### config.mk
export PLATFORM = sky130hd
export DESIGN_NAME = dcx_control_top
export DESIGN_NICKNAME = d
export VERILOG_FILES = /design/src/source/dcx_status_pkg.sv /design/src/source/dcx_timing_pkg.sv /design/src/source/dcx_control_top.sv /design/src/source/status_led_driver.sv /design/src/source/led_glow.sv /design/src/source/reset_hold.sv /design/src/source/event_readout.sv /design/src/source/event_counter.sv /design/src/source/input_sync.sv
export SDC_FILE = /design/constraint.sdc
export NUM_CORES = 1
export LEC_CHECK = 0
export BUFFER_PORTS_ARGS = -buffer_cell sky130_fd_sc_hd__buf_4
export CORE_ASPECT_RATIO = 1.25
export CORE_MARGIN = 2
export CORE_UTILIZATION = 56
export DETAILED_ROUTE_END_ITERATION = 16
export PLACE_DENSITY = 0.81
export SKIP_LAST_GASP = 1
export SLEW_MARGIN = 40
export SYNTH_ARGS = -nofsm -noshare
export SYNTH_HDL_FRONTEND = slang
export SYNTH_SLANG_ARGS = --single-unit
### constraint.sdc
create_clock -name control_clock -period 2.1 [get_ports control_clock]
set_input_delay 0.42 -clock control_clock [delete_from_list [all_inputs] [get_ports control_clock]]
set_output_delay 0.42 -clock control_clock [all_outputs]
set_load 0.01 [all_outputs]
### src/source/dcx_status_pkg.sv
`default_nettype none

package dcx_status_pkg;

    // event channels, also the count_sel values
    localparam int NUM_EVENTS = 3;
    localparam int EVT_VIDEO_PLL_UNLOCK = 0;
    localparam int EVT_HDMI_PLL_UNLOCK = 1;
    localparam int EVT_RESYNC = 2;

    localparam int SEL_WIDTH = 2;

    ///////////////////////////////
    // status led pin modes
    localparam int LED_MODE_WIDTH = 2;

    // converter health on the pin
    localparam logic [LED_MODE_WIDTH-1:0] LED_MODE_STATUS = 2'd0;
    // mirror the console reset
    localparam logic [LED_MODE_WIDTH-1:0] LED_MODE_DC_RESET = 2'd2;
    // any other code mirrors the optional reset

endpackage

`default_nettype wire

### src/source/dcx_timing_pkg.sv
`default_nettype none

package dcx_timing_pkg;

    // cycles a reset line stays asserted after its request
    localparam logic [31:0] RESET_HOLD_CYCLES = 32'd32_000_000;

    // top counter bit of each glow generator
    localparam int SLOW_GLOW_BIT = 26;
    localparam int FAST_GLOW_BIT = 22;

    // width of every event count
    localparam int COUNT_WIDTH = 32;

    // flops per asynchronous input
    localparam int SYNC_STAGES = 2;

endpackage

`default_nettype wire
### src/source/dcx_control_top.sv
`timescale 1ns/1ns
`default_nettype none

module dcx_control_top #(
    parameter logic [31:0] hold_cycles = dcx_timing_pkg::RESET_HOLD_CYCLES,
    parameter int slow_glow_bit = dcx_timing_pkg::SLOW_GLOW_BIT,
    parameter int fast_glow_bit = dcx_timing_pkg::FAST_GLOW_BIT
) (
    input wire control_clock,
    input wire reset_dc,
    input wire reset_opt,
    input wire video_pll_locked,
    input wire hdmi_pll_locked,
    input wire resync,
    input wire force_generate,
    input wire output_ready,
    input wire [dcx_status_pkg::LED_MODE_WIDTH-1:0] led_mode,
    input wire [dcx_status_pkg::SEL_WIDTH-1:0] count_sel,
    output logic [dcx_timing_pkg::COUNT_WIDTH-1:0] count_value,
    output logic dc_nreset_pull,
    output logic led_drive,
    output logic led_level
);

    import dcx_status_pkg::*;
    import dcx_timing_pkg::*;

    logic [NUM_EVENTS-1:0] event_request;
    logic [NUM_EVENTS*COUNT_WIDTH-1:0] count_bus;
    logic hdmi_pll_ready;
    logic resync_active;
    logic force_generate_active;
    logic opt_request;
    logic opt_hold;
    logic slow_glow;
    logic fast_glow;

    input_sync u_input_sync (
        .control_clock(control_clock),
        .reset_dc(reset_dc),
        .video_pll_locked(video_pll_locked),
        .hdmi_pll_locked(hdmi_pll_locked),
        .resync(resync),
        .force_generate(force_generate),
        .event_request(event_request),
        .hdmi_pll_ready(hdmi_pll_ready),
        .resync_active(resync_active),
        .force_generate_active(force_generate_active)
    );

    ///////////////////////////////
    // event counting
    for (genvar ch = 0; ch < NUM_EVENTS; ch++) begin : gen_event
        event_counter u_event_counter (
            .control_clock(control_clock),
            .reset_dc(reset_dc),
            .event_request(event_request[ch]),
            .count(count_bus[ch*COUNT_WIDTH +: COUNT_WIDTH])
        );
    end

    event_readout u_event_readout (
        .control_clock(control_clock),
        .reset_dc(reset_dc),
        .count_bus(count_bus),
        .count_sel(count_sel),
        .count_value(count_value)
    );

    ///////////////////////////////
    // reset timers
    reset_hold #(.hold_cycles(hold_cycles)) u_dc_hold (
        .control_clock(control_clock),
        .reset_dc(reset_dc),
        .hold_active(dc_nreset_pull)
    );

    // optional line also restarts with the console
    assign opt_request = reset_opt | reset_dc;

    reset_hold #(.hold_cycles(hold_cycles)) u_opt_hold (
        .control_clock(control_clock),
        .reset_dc(opt_request),
        .hold_active(opt_hold)
    );

    ///////////////////////////////
    // status led
    led_glow #(.top_bit(slow_glow_bit)) u_slow_glow (
        .control_clock(control_clock),
        .reset_dc(reset_dc),
        .glow(slow_glow)
    );

    led_glow #(.top_bit(fast_glow_bit)) u_fast_glow (
        .control_clock(control_clock),
        .reset_dc(reset_dc),
        .glow(fast_glow)
    );

    status_led_driver u_status_led_driver (
        .control_clock(control_clock),
        .reset_dc(reset_dc),
        .led_mode(led_mode),
        .hdmi_pll_ready(hdmi_pll_ready),
        .resync_active(resync_active),
        .force_generate_active(force_generate_active),
        .output_ready(output_ready),
        .slow_glow(slow_glow),
        .fast_glow(fast_glow),
        .dc_hold(dc_nreset_pull),
        .opt_hold(opt_hold),
        .led_drive(led_drive),
        .led_level(led_level)
    );

endmodule

`default_nettype wire

### src/source/status_led_driver.sv
`timescale 1ns/1ns
`default_nettype none

module status_led_driver (
    input wire control_clock,
    input wire reset_dc,
    input wire [dcx_status_pkg::LED_MODE_WIDTH-1:0] led_mode,
    input wire hdmi_pll_ready,
    input wire resync_active,
    input wire force_generate_active,
    input wire output_ready,
    input wire slow_glow,
    input wire fast_glow,
    input wire dc_hold,
    input wire opt_hold,
    output logic led_drive,
    output logic led_level
);

    import dcx_status_pkg::*;
    import dcx_timing_pkg::*;

    // blink period of four fast glow cycles
    logic [FAST_GLOW_BIT+2:0] blink_count;
    logic health_level;

    always_ff @(posedge control_clock) begin
        if (reset_dc) begin
            blink_count <= '0;
        end else begin
            blink_count <= blink_count + 1'b1;
        end
    end

    ///////////////////////////////
    // health indication, led is active low
    always_comb begin
        if (!hdmi_pll_ready) begin
            health_level = 1'b1;
        end else if (resync_active) begin
            health_level = ~fast_glow;
        end else if (force_generate_active) begin
            health_level = blink_count[$high(blink_count)] ? ~fast_glow : 1'b1;
        end else if (output_ready) begin
            health_level = 1'b0;
        end else begin
            health_level = ~slow_glow;
        end
    end

    ///////////////////////////////
    // pin mux
    always_ff @(posedge control_clock) begin
        if (reset_dc) begin
            led_drive <= 1'b1;
            led_level <= 1'b1;
        end else if (led_mode == LED_MODE_STATUS) begin
            led_drive <= 1'b1;
            led_level <= health_level;
        end else if (led_mode == LED_MODE_DC_RESET) begin
            // pull low while the console reset is held
            led_drive <= dc_hold;
            led_level <= 1'b0;
        end else begin
            led_drive <= opt_hold;
            led_level <= 1'b0;
        end
    end

    // pin follows the console hold one edge late
    dc_mirror_check : assert property (
        @(posedge control_clock)
        (led_mode == LED_MODE_DC_RESET) && !reset_dc |=> led_drive == $past(dc_hold)
    );

endmodule

`default_nettype wire

### src/source/led_glow.sv
`timescale 1ns/1ns
`default_nettype none

module led_glow #(
    parameter int top_bit = dcx_timing_pkg::SLOW_GLOW_BIT
) (
    input wire control_clock,
    input wire reset_dc,
    output logic glow
);

    logic [top_bit:0] glow_count;
    logic [7:0] ramp;
    logic [7:0] brightness;

    always_ff @(posedge control_clock) begin
        if (reset_dc) begin
            glow_count <= '0;
        end else begin
            glow_count <= glow_count + 1'b1;
        end
    end

    // top bit picks the ramp direction
    assign ramp = glow_count[top_bit-1 -: 8];
    assign brightness = glow_count[top_bit] ? ~ramp : ramp;

    // pwm against the low byte
    always_ff @(posedge control_clock) begin
        if (reset_dc) begin
            glow <= 1'b0;
        end else begin
            glow <= glow_count[7:0] < brightness;
        end
    end

endmodule

`default_nettype wire

### src/source/reset_hold.sv
`timescale 1ns/1ns
`default_nettype none

module reset_hold #(
    parameter logic [31:0] hold_cycles = dcx_timing_pkg::RESET_HOLD_CYCLES
) (
    input wire control_clock,
    input wire reset_dc,
    output logic hold_active
);

    logic [31:0] hold_count;

    // request restarts the count and asserts the line
    // count parks once the line is released
    always_ff @(posedge control_clock) begin
        if (reset_dc) begin
            hold_count <= '0;
            hold_active <= 1'b1;
        end else if (hold_active) begin
            hold_count <= hold_count + 1'b1;
            if (hold_count == hold_cycles) begin
                hold_active <= 1'b0;
            end
        end
    end

    ///////////////////////////////
    // checks

    // the line only comes back after a request
    hold_rise_check : assert property (
        @(posedge control_clock) $rose(hold_active) |-> $past(reset_dc)
    );

endmodule

`default_nettype wire

### src/source/event_readout.sv
`timescale 1ns/1ns
`default_nettype none

module event_readout (
    input wire control_clock,
    input wire reset_dc,
    input wire [dcx_status_pkg::NUM_EVENTS*dcx_timing_pkg::COUNT_WIDTH-1:0] count_bus,
    input wire [dcx_status_pkg::SEL_WIDTH-1:0] count_sel,
    output logic [dcx_timing_pkg::COUNT_WIDTH-1:0] count_value
);

    import dcx_status_pkg::*;
    import dcx_timing_pkg::*;

    logic [COUNT_WIDTH-1:0] selected;

    // unused indices fall through to zero
    always_comb begin
        selected = '0;
        for (int i = 0; i < NUM_EVENTS; i++) begin
            if (count_sel == i) begin
                selected = count_bus[i*COUNT_WIDTH +: COUNT_WIDTH];
            end
        end
    end

    always_ff @(posedge control_clock) begin
        if (reset_dc) begin
            count_value <= '0;
        end else begin
            count_value <= selected;
        end
    end

endmodule

`default_nettype wire

### src/source/event_counter.sv
`timescale 1ns/1ns
`default_nettype none

module event_counter (
    input wire control_clock,
    input wire reset_dc,
    input wire event_request,
    output logic [dcx_timing_pkg::COUNT_WIDTH-1:0] count
);

    logic request_prev;
    logic request_rise;

    // rising edge of the synchronised level
    assign request_rise = event_request & ~request_prev;

    always_ff @(posedge control_clock) begin
        if (reset_dc) begin
            request_prev <= 1'b0;
        end else begin
            request_prev <= event_request;
        end
    end

    // wraps at full width
    always_ff @(posedge control_clock) begin
        if (reset_dc) begin
            count <= '0;
        end else if (request_rise) begin
            count <= count + 1'b1;
        end
    end

    ///////////////////////////////
    // checks

    // outside reset the count only holds or steps up by one
    count_step_check : assert property (
        @(posedge control_clock)
        !reset_dc |=> (count == $past(count)) || (count == $past(count) + 1'b1)
    );

endmodule

`default_nettype wire

### src/source/input_sync.sv
`timescale 1ns/1ns
`default_nettype none

module input_sync (
    input wire control_clock,
    input wire reset_dc,
    input wire video_pll_locked,
    input wire hdmi_pll_locked,
    input wire resync,
    input wire force_generate,
    output logic [dcx_status_pkg::NUM_EVENTS-1:0] event_request,
    output logic hdmi_pll_ready,
    output logic resync_active,
    output logic force_generate_active
);

    import dcx_status_pkg::*;
    import dcx_timing_pkg::*;

    // event channels plus force-generate on top
    localparam int SYNC_WIDTH = NUM_EVENTS + 1;
    localparam int FORCE_BIT = NUM_EVENTS;

    logic [SYNC_WIDTH-1:0] sync_in;
    logic [SYNC_WIDTH-1:0] sync_q [SYNC_STAGES];

    // lock levels enter as unlock requests
    always_comb begin
        sync_in = '0;
        sync_in[EVT_VIDEO_PLL_UNLOCK] = ~video_pll_locked;
        sync_in[EVT_HDMI_PLL_UNLOCK] = ~hdmi_pll_locked;
        sync_in[EVT_RESYNC] = resync;
        sync_in[FORCE_BIT] = force_generate;
    end

    always_ff @(posedge control_clock) begin
        if (reset_dc) begin
            for (int i = 0; i < SYNC_STAGES; i++) begin
                sync_q[i] <= '0;
            end
        end else begin
            sync_q[0] <= sync_in;
            for (int i = 1; i < SYNC_STAGES; i++) begin
                sync_q[i] <= sync_q[i-1];
            end
        end
    end

    // every output taps the last stage
    assign event_request = sync_q[SYNC_STAGES-1][NUM_EVENTS-1:0];
    assign hdmi_pll_ready = ~sync_q[SYNC_STAGES-1][EVT_HDMI_PLL_UNLOCK];
    assign resync_active = sync_q[SYNC_STAGES-1][EVT_RESYNC];
    assign force_generate_active = sync_q[SYNC_STAGES-1][FORCE_BIT];

endmodule

`default_nettype wire

==> results.ini, run 1 <==
[synth]
synth_top_family_by_area = simple AND/OR/NAND/NOR gates
muxShareOfSynthArea_pct = 3.87
yosysTopAreaCellShare_pct = 42.2
synthAdderAreaFrac_pct = 2.23
ys_warn_count = 0
netlist_instances = 1575
async_reset_ff_share_pct = 0
seq_area_frac_synth_pct = 42.2
synth.area.top_cells = dfxtp_1 (42%), nor2_1 (5.1%), a21oi_1 (5.1%)
yosys.area_share.simple_pct = 28.1
synth_edf_count = 0
synth_area_per_cell_sq_um = 8.55
synthXorXnorAreaFrac_pct = 6.96
ys_types = 49
synth_fp_nets = 1611
ys.flop_type = dfxtp_1
synth_seq_cells = 284
netlist_area_sq_mm = 0.0135
synth_compound_area_share_pct = 13.0
synth_largest_area_cell = dfxtp_1

[worst_setup_path]
crit_chain = nand4_1, or4_4, or4_1, a21oi_1
required_ns = 2.58
reg2reg_depth = 4
r2r_setup_slack_ns = 0.09
cp-start-kind = register
crit_arrival_ns = 2.49
end_kind = register
worstReg2RegEnd = gen_event[1].u_event_counter.count[28]
cpMaxStageDelayCell = or4_4
crit_type = register to register
cpPeakStageDelay_ns = 0.61
critPathMaxFanout = 13
r2r-start = gen_event[1].u_event_counter.count[9]

[clock_network]
cts_sinks = 284
clk_latency_ns = 0.56
htree_levels = 1
cts_made_buffers = 28
clock_path_buffers = 3
cts_tree = yes
clk_root_buffer_cell = clkbuf_16
clk_pin_slew_ns = 0.06

[routing]
wl_per_cell_um = 15.5
vias = 11882
postRouteAntennaNets = 0
firstDrtPassIters = 6
via_per_inst = 6.09
first_iter_violations = 706
route.detailed.drc = 0
wl_um = 30300

[placement]
numPortBuffers = 46
dp_hpwl_um = 20700
dpl_cell_area_sq_mm = 0.0144
gp_congestion = 0.881

[floorplan]
die_x_um = 143
ioPinCount = 47
fp.dieH_um = 177
core-area_sq_mm = 0.0236
initial_core_util_pct = 57.0
dieArea_sq_mm = 0.0253
fp-row-count = 63

[cells_and_area]
fin_area_sq_mm = 0.0154
diodes = 0
layout_commonest_cell = dfxtp_1
postLayoutCoreUtil_pct = 65.1
drive_gt1_share_pct = 11.9
syn2layout_area_growth_pct = 14.3
layout_common_cells = dfxtp_1 (284), nor2_1 (183), a21oi_1 (137)
final_nets = 1676

[sta]
timing.hold.ws_ns = 0.0235
timing.final.hold_violations = 0
worst_pin_slew_ns = 0.579
setup_viol = 0
fmax_mhz = 497
final.setup_skew_ns = 0.0229
final.setup.tns_ns = 0
drv_slew = 0
period_minus_slack_ns = 2.01
max_slew_margin_pct = 61.1
fin_crit_sh_pct = 95.8

[grt]
grt_antenna_before_repair = 0
gr-usage-all-layers_pct = 23.5
grt_start_max_net_pins = 63
grt_pass1_vias = 11270
overflow = 0
grt_pass1_wl_um = 50800

[power_and_ir_drop]
ir_drop_mv = 0.663
switching_share_pct = 21.3
internal_power_w = 0.00856
pwr-share-clk_pct = 46.7
total_power_w = 0.0109
leakage_nw = 5.36
pwr-share-comb_pct = 3.1
power.density_mw_per_mm2 = 706
switchingPower_w = 0.00232
pwr-share-seq_pct = 50.2

[min_path]
worstHoldPathType = input port to register
min_path_cells = 2
worstHoldStart = hdmi_pll_locked
min_to = u_input_sync.sync_q[0][1]

[status]
status = finished, final reports clean

[run]
max_cap_viol_count = 0

[through the flow]
step | setup slack, ns | instances
6_report | 0.0890 | 1952
5_1_grt | -0.00354 | 1952
4_1_cts | 0.0652 | 1950
3_5_place_dp | 0.0875 | 1899
3_3_place_gp | 0.144 | 1899
2_1_floorplan | 0.125 | 1575
[final cells by class]
| type | instances | area (sq um) |
|---|---|---|
| clock buffer | 43 | 807 |
| clock inverter | 7 | 121 |
| fill | 1969 | 8240 |
| inverter | 34 | 128 |
| multi-input combinational | 1166 | 7330 |
| sequential | 284 | 5690 |
| tap | 292 | 365 |
| timing repair buffer | 126 | 967 |
[worst max path at each step]
stage                     depth (start not counted)                             startpoint  slack, ns                                      to
final                                             4  gen_event[1].u_event_counter.count[9]       0.09  gen_event[1].u_event_counter.count[28]
after global routing                              4  gen_event[1].u_event_counter.count[9]     -0.004  gen_event[1].u_event_counter.count[29]
after CTS                                         4  gen_event[1].u_event_counter.count[4]       0.07  gen_event[1].u_event_counter.count[28]
after detailed placement                          4               u_dc_hold.hold_count[11]       0.09                u_dc_hold.hold_count[31]
after global placement                            4  gen_event[1].u_event_counter.count[4]       0.14  gen_event[1].u_event_counter.count[17]
after floorplan                                   6  gen_event[1].u_event_counter.count[5]       0.12  gen_event[1].u_event_counter.count[28]
[registers in the layout, summed over array words and instances (netlist names), 3 cells and up]
signal / flops
u_input_sync.sync_q: 8
gen_event.u_event_counter.request_prev: 3
u_fast_glow.glow_count: 23
u_slow_glow.glow_count: 27
u_opt_hold.hold_count: 32
u_status_led_driver.blink_count: 25
u_dc_hold.hold_count: 32
gen_event.u_event_counter.count: 96
u_event_readout.count_value: 32
[critical path: cells and delay by family (launching register included)]
kind / cells / cell delay [ns]
AOI/OAI and AO/OA: 1 / 0.17
DFF: 1 / 0.43
and+or+nand+nor: 3 / 1.32
[cells in the mapped netlist, types with 2 or more instances]
cell type  number
o41ai_1        17
and2_1         12
and4_1         36
nand4_1        68
nand3_1        84
and3_1         19
nor3b_1         3
o31ai_1        56
and3b_1         3
a31o_2          2
mux2i_1        42
nor4b_1         6
o311ai_0       16
inv_1          34
xor2_1         54
or3_1          56
clkbuf_1       81
a31oi_1         2
a21oi_1       137
nand4b_1        2
or4_1          56
buf_1           8
nor4_1         23
nor2b_1        25
o211ai_1        2
mux2_2          9
or2_2          13
and4b_1         2
nand2_1        78
buf_6           2
ha_1           24
o21ai_0        49
nor2_1        183
a211o_1         2
dfxtp_1       284
a21o_1          3
xnor2_1        53
nor3_1         18
[power groups by stage]
stage               Clock (W)  Combinational [W]  Sequential (W)
floorplan                   0           0.000231         0.00558
global placement            0           0.000327         0.00558
detailed placement          0           0.000336         0.00558
CTS                   0.00515           0.000340         0.00546
global route          0.00538           0.000374         0.00547
finish                0.00508           0.000338         0.00546
[cell families (layout without fill, tap and decap cells)]
logic type      Yosys count  in the layout
simple gates            694            695
compound gates          289            289
flops                   284            284
buf+inv                 126            210
xor+xnor                107            107
mux                      51             51
fa+ha+maj                24             24
[layer usage]
metal | track usage [%] | wire, um
met5 | 0 | 0
met4 | 7.88 | 705
met3 | 3.00 | 1380
met2 | 43.7 | 15500
met1 | 27.8 | 12700
[what timing repair did]
action                                  in CTS  in global routing
hold buffers                                 1                  0
gates resized for setup                      0                  5
endpoints found under the hold margin        1                  0
endpoints found under the setup margin       0                 15
buffers inserted                             0                  1
Note: power is estimated with default switching activity, not from simulation.
==> run 2, diff against run 1 <==
GPL_TIMING_DRIVEN = 0   (was default)
==> run 2 against run 1 <==
  * Maximum frequency down 1.5%
  * Worst setup slack lost 0.030 ns
  * Clock skew fell by 0.016 ns
  * Critical path type unchanged
  * Via count grew 3.2%
  * Global-route usage up 2.2 points
  * Hold slack better by 0.0039 ns
  * Die area unchanged
  * Sequential cell count did not move
  * Core utilization shrank 0.13 points
  * Critical path depth increased by 1
  * Routed wire length rose by 9.8%
==> results.ini, run 2 (same netlist as run 1, synthesis figures left out) <==
[status]
status = finished, final reports clean

[floorplan]
core-area_sq_mm = 0.0236  ; unchanged
fp.dieH_um = 177  ; unchanged
die_x_um = 143  ; unchanged
initial_core_util_pct = 57.0  ; unchanged
ioPinCount = 47  ; unchanged
dieArea_sq_mm = 0.0253  ; unchanged
fp-row-count = 63  ; unchanged

[routing]
vias = 12266  ; +3.2%
via_per_inst = 6.23  ; +2.4%
wl_um = 33300  ; +9.8%
postRouteAntennaNets = 0  ; unchanged
wl_per_cell_um = 16.9  ; +8.9%
first_iter_violations = 726  ; +2.8%
route.detailed.drc = 0  ; unchanged
firstDrtPassIters = 5  ; -1

[sta]
setup_viol = 0  ; unchanged
fin_crit_sh_pct = 97.2  ; +1.4 points
period_minus_slack_ns = 2.04  ; +0.0302 ns
final.setup.tns_ns = 0  ; unchanged
setup_slack_ns = 0.0589  ; -0.0302 ns
max_slew_margin_pct = 48.2  ; -13 points
final.setup_skew_ns = 0.00727  ; -0.0157 ns
timing.final.hold_violations = 0  ; unchanged
drv_slew = 0  ; unchanged
rsz0062_at_grt = yes
worst_pin_slew_ns = 0.777  ; +0.198 ns
fmax_mhz = 490  ; -1.5%

[cells_and_area]
stdcell_count = 1968  ; +0.82%
postLayoutCoreUtil_pct = 65.0  ; -0.13 points
fin_area_sq_mm = 0.0154  ; -0.19%
final_nets = 1692  ; +0.95%
regMostFlops = gen_event.u_event_counter.count
layout_commonest_cell = dfxtp_1
layout_common_cells = dfxtp_1 (264), nor2_1 (183), a21oi_1 (137)
syn2layout_area_growth_pct = 14.1
largest_reg_flops = 96  ; unchanged
diodes = 0  ; unchanged
drive_gt1_share_pct = 11.7  ; -0.23 points

[clock_network]
htree_levels = 1  ; unchanged
clock_path_buffers = 3  ; unchanged
cts_tree = yes
clk_latency_ns = 0.55  ; about the same
clk_root_buffer_cell = clkbuf_16
cts_made_buffers = 29  ; +3.6%
cts_sinks = 284  ; unchanged
hold_buffers = 0  ; -1
clk_pin_slew_ns = 0.06  ; about the same

[worst_setup_path]
cp-start-kind = register
r2r_setup_slack_ns = 0.06  ; -0.03 ns
crit_arrival_ns = 2.48  ; about the same
critPathMaxFanout = 10  ; -3
required_ns = 2.54  ; -0.04 ns
crit_type = register to register
end_kind = register

[grt]
overflow = 0  ; unchanged
gr-usage-all-layers_pct = 25.7  ; +2.2 points
grt_start_max_net_pins = 14  ; -78%
grt_antenna_before_repair = 0  ; unchanged
grt_pass1_wl_um = 54600  ; +7.4%
grt_pass1_vias = 11492  ; +2.0%

[power_and_ir_drop]
ir_drop_mv = 0.669  ; +0.99%
leakage_nw = 5.20  ; -2.9%
power.density_mw_per_mm2 = 711  ; +0.74%

[min_path]
worstHoldPathType = input port to register

[placement]
gp_congestion = 0.850  ; -3.5%
dp_hpwl_um = 22700  ; +9.3%
dpl.cell_count = 1911  ; +0.63%
post-place-ws_ns = -0.256  ; -0.343 ns
numPortBuffers = 44  ; -4.3%
dpl_cell_area_sq_mm = 0.0142  ; -1.8%

[run]
max_cap_viol_count = 0  ; unchanged

run 2: worst paths after layout:
| path | start | endpoint | cells past startpoint |
|---|---|---|---|
| max reg2reg | u_input_sync.sync_q[0][6] | gen_event[2].u_event_counter.count[31] | 5 |
| min reg2reg | u_input_sync.sync_q[0][1] | u_input_sync.sync_q[0][5] | 1 |
| min | hdmi_pll_locked | u_input_sync.sync_q[0][1] | 2 |
| max | u_input_sync.sync_q[0][6] | gen_event[2].u_event_counter.count[31] | 5 |
run 2: routing by layer:
metal / routed length [um] / vias to the layer above / global-route usage (%)
li1: - / 5934 / -
met1: 13800 / 5887 / 31.4
met2: 16800 / 359 / 46.3
met3: 1620 / 86 / 2.94
met4: 1080 / 0 / 9.74
met5: 0 / - / 0
run 2: critical path, cell delays in order (launching register included):
cell      delay [ns]
dfxtp_1         0.44
and3b_2         0.30
clkbuf_2        0.27
nand4_1         0.22
nor4_2          0.32
mux2_2          0.38
run 2: repair_timing:
action,CTS,global route
setup buffers,9,10
pin swaps,5,10
endpoints found under the setup margin,58,77
resized for setup,20,53
endpoints found under the hold margin,0,0
run 2: final cells by class:
cell class / count / area (sq um)
fill: 1908 / 8270
multi-input combinational: 1165 / 7400
sequential: 284 / 5730
clock buffer: 43 / 878
timing repair buffer: 63 / 473
tap: 292 / 365
buffer: 79 / 333
inverter: 34 / 128
clock inverter: 8 / 71.3
run 2: power breakdown:
group	leakage (nW)	switching, W	total, W	internal, W
clock	0.472	0.00213	0.00512	0.00299
combinational	2.43	0.000231	0.000348	0.000118
sequential	2.30	0.0000444	0.00547	0.00542
total	5.20	0.00241	0.0109	0.00853
run 2: per-stage QoR:
| stage | total power (W) | hold WS, ns |
|---|---|---|
| after floorplan | 0.00581 | 0.413 |
| after global placement | 0.00592 | 0.416 |
| after global routing | 0.0112 | 0.0177 |
| after detailed placement | 0.00593 | 0.423 |
| after CTS | 0.0110 | 0.0153 |
| final | 0.0109 | 0.0274 |
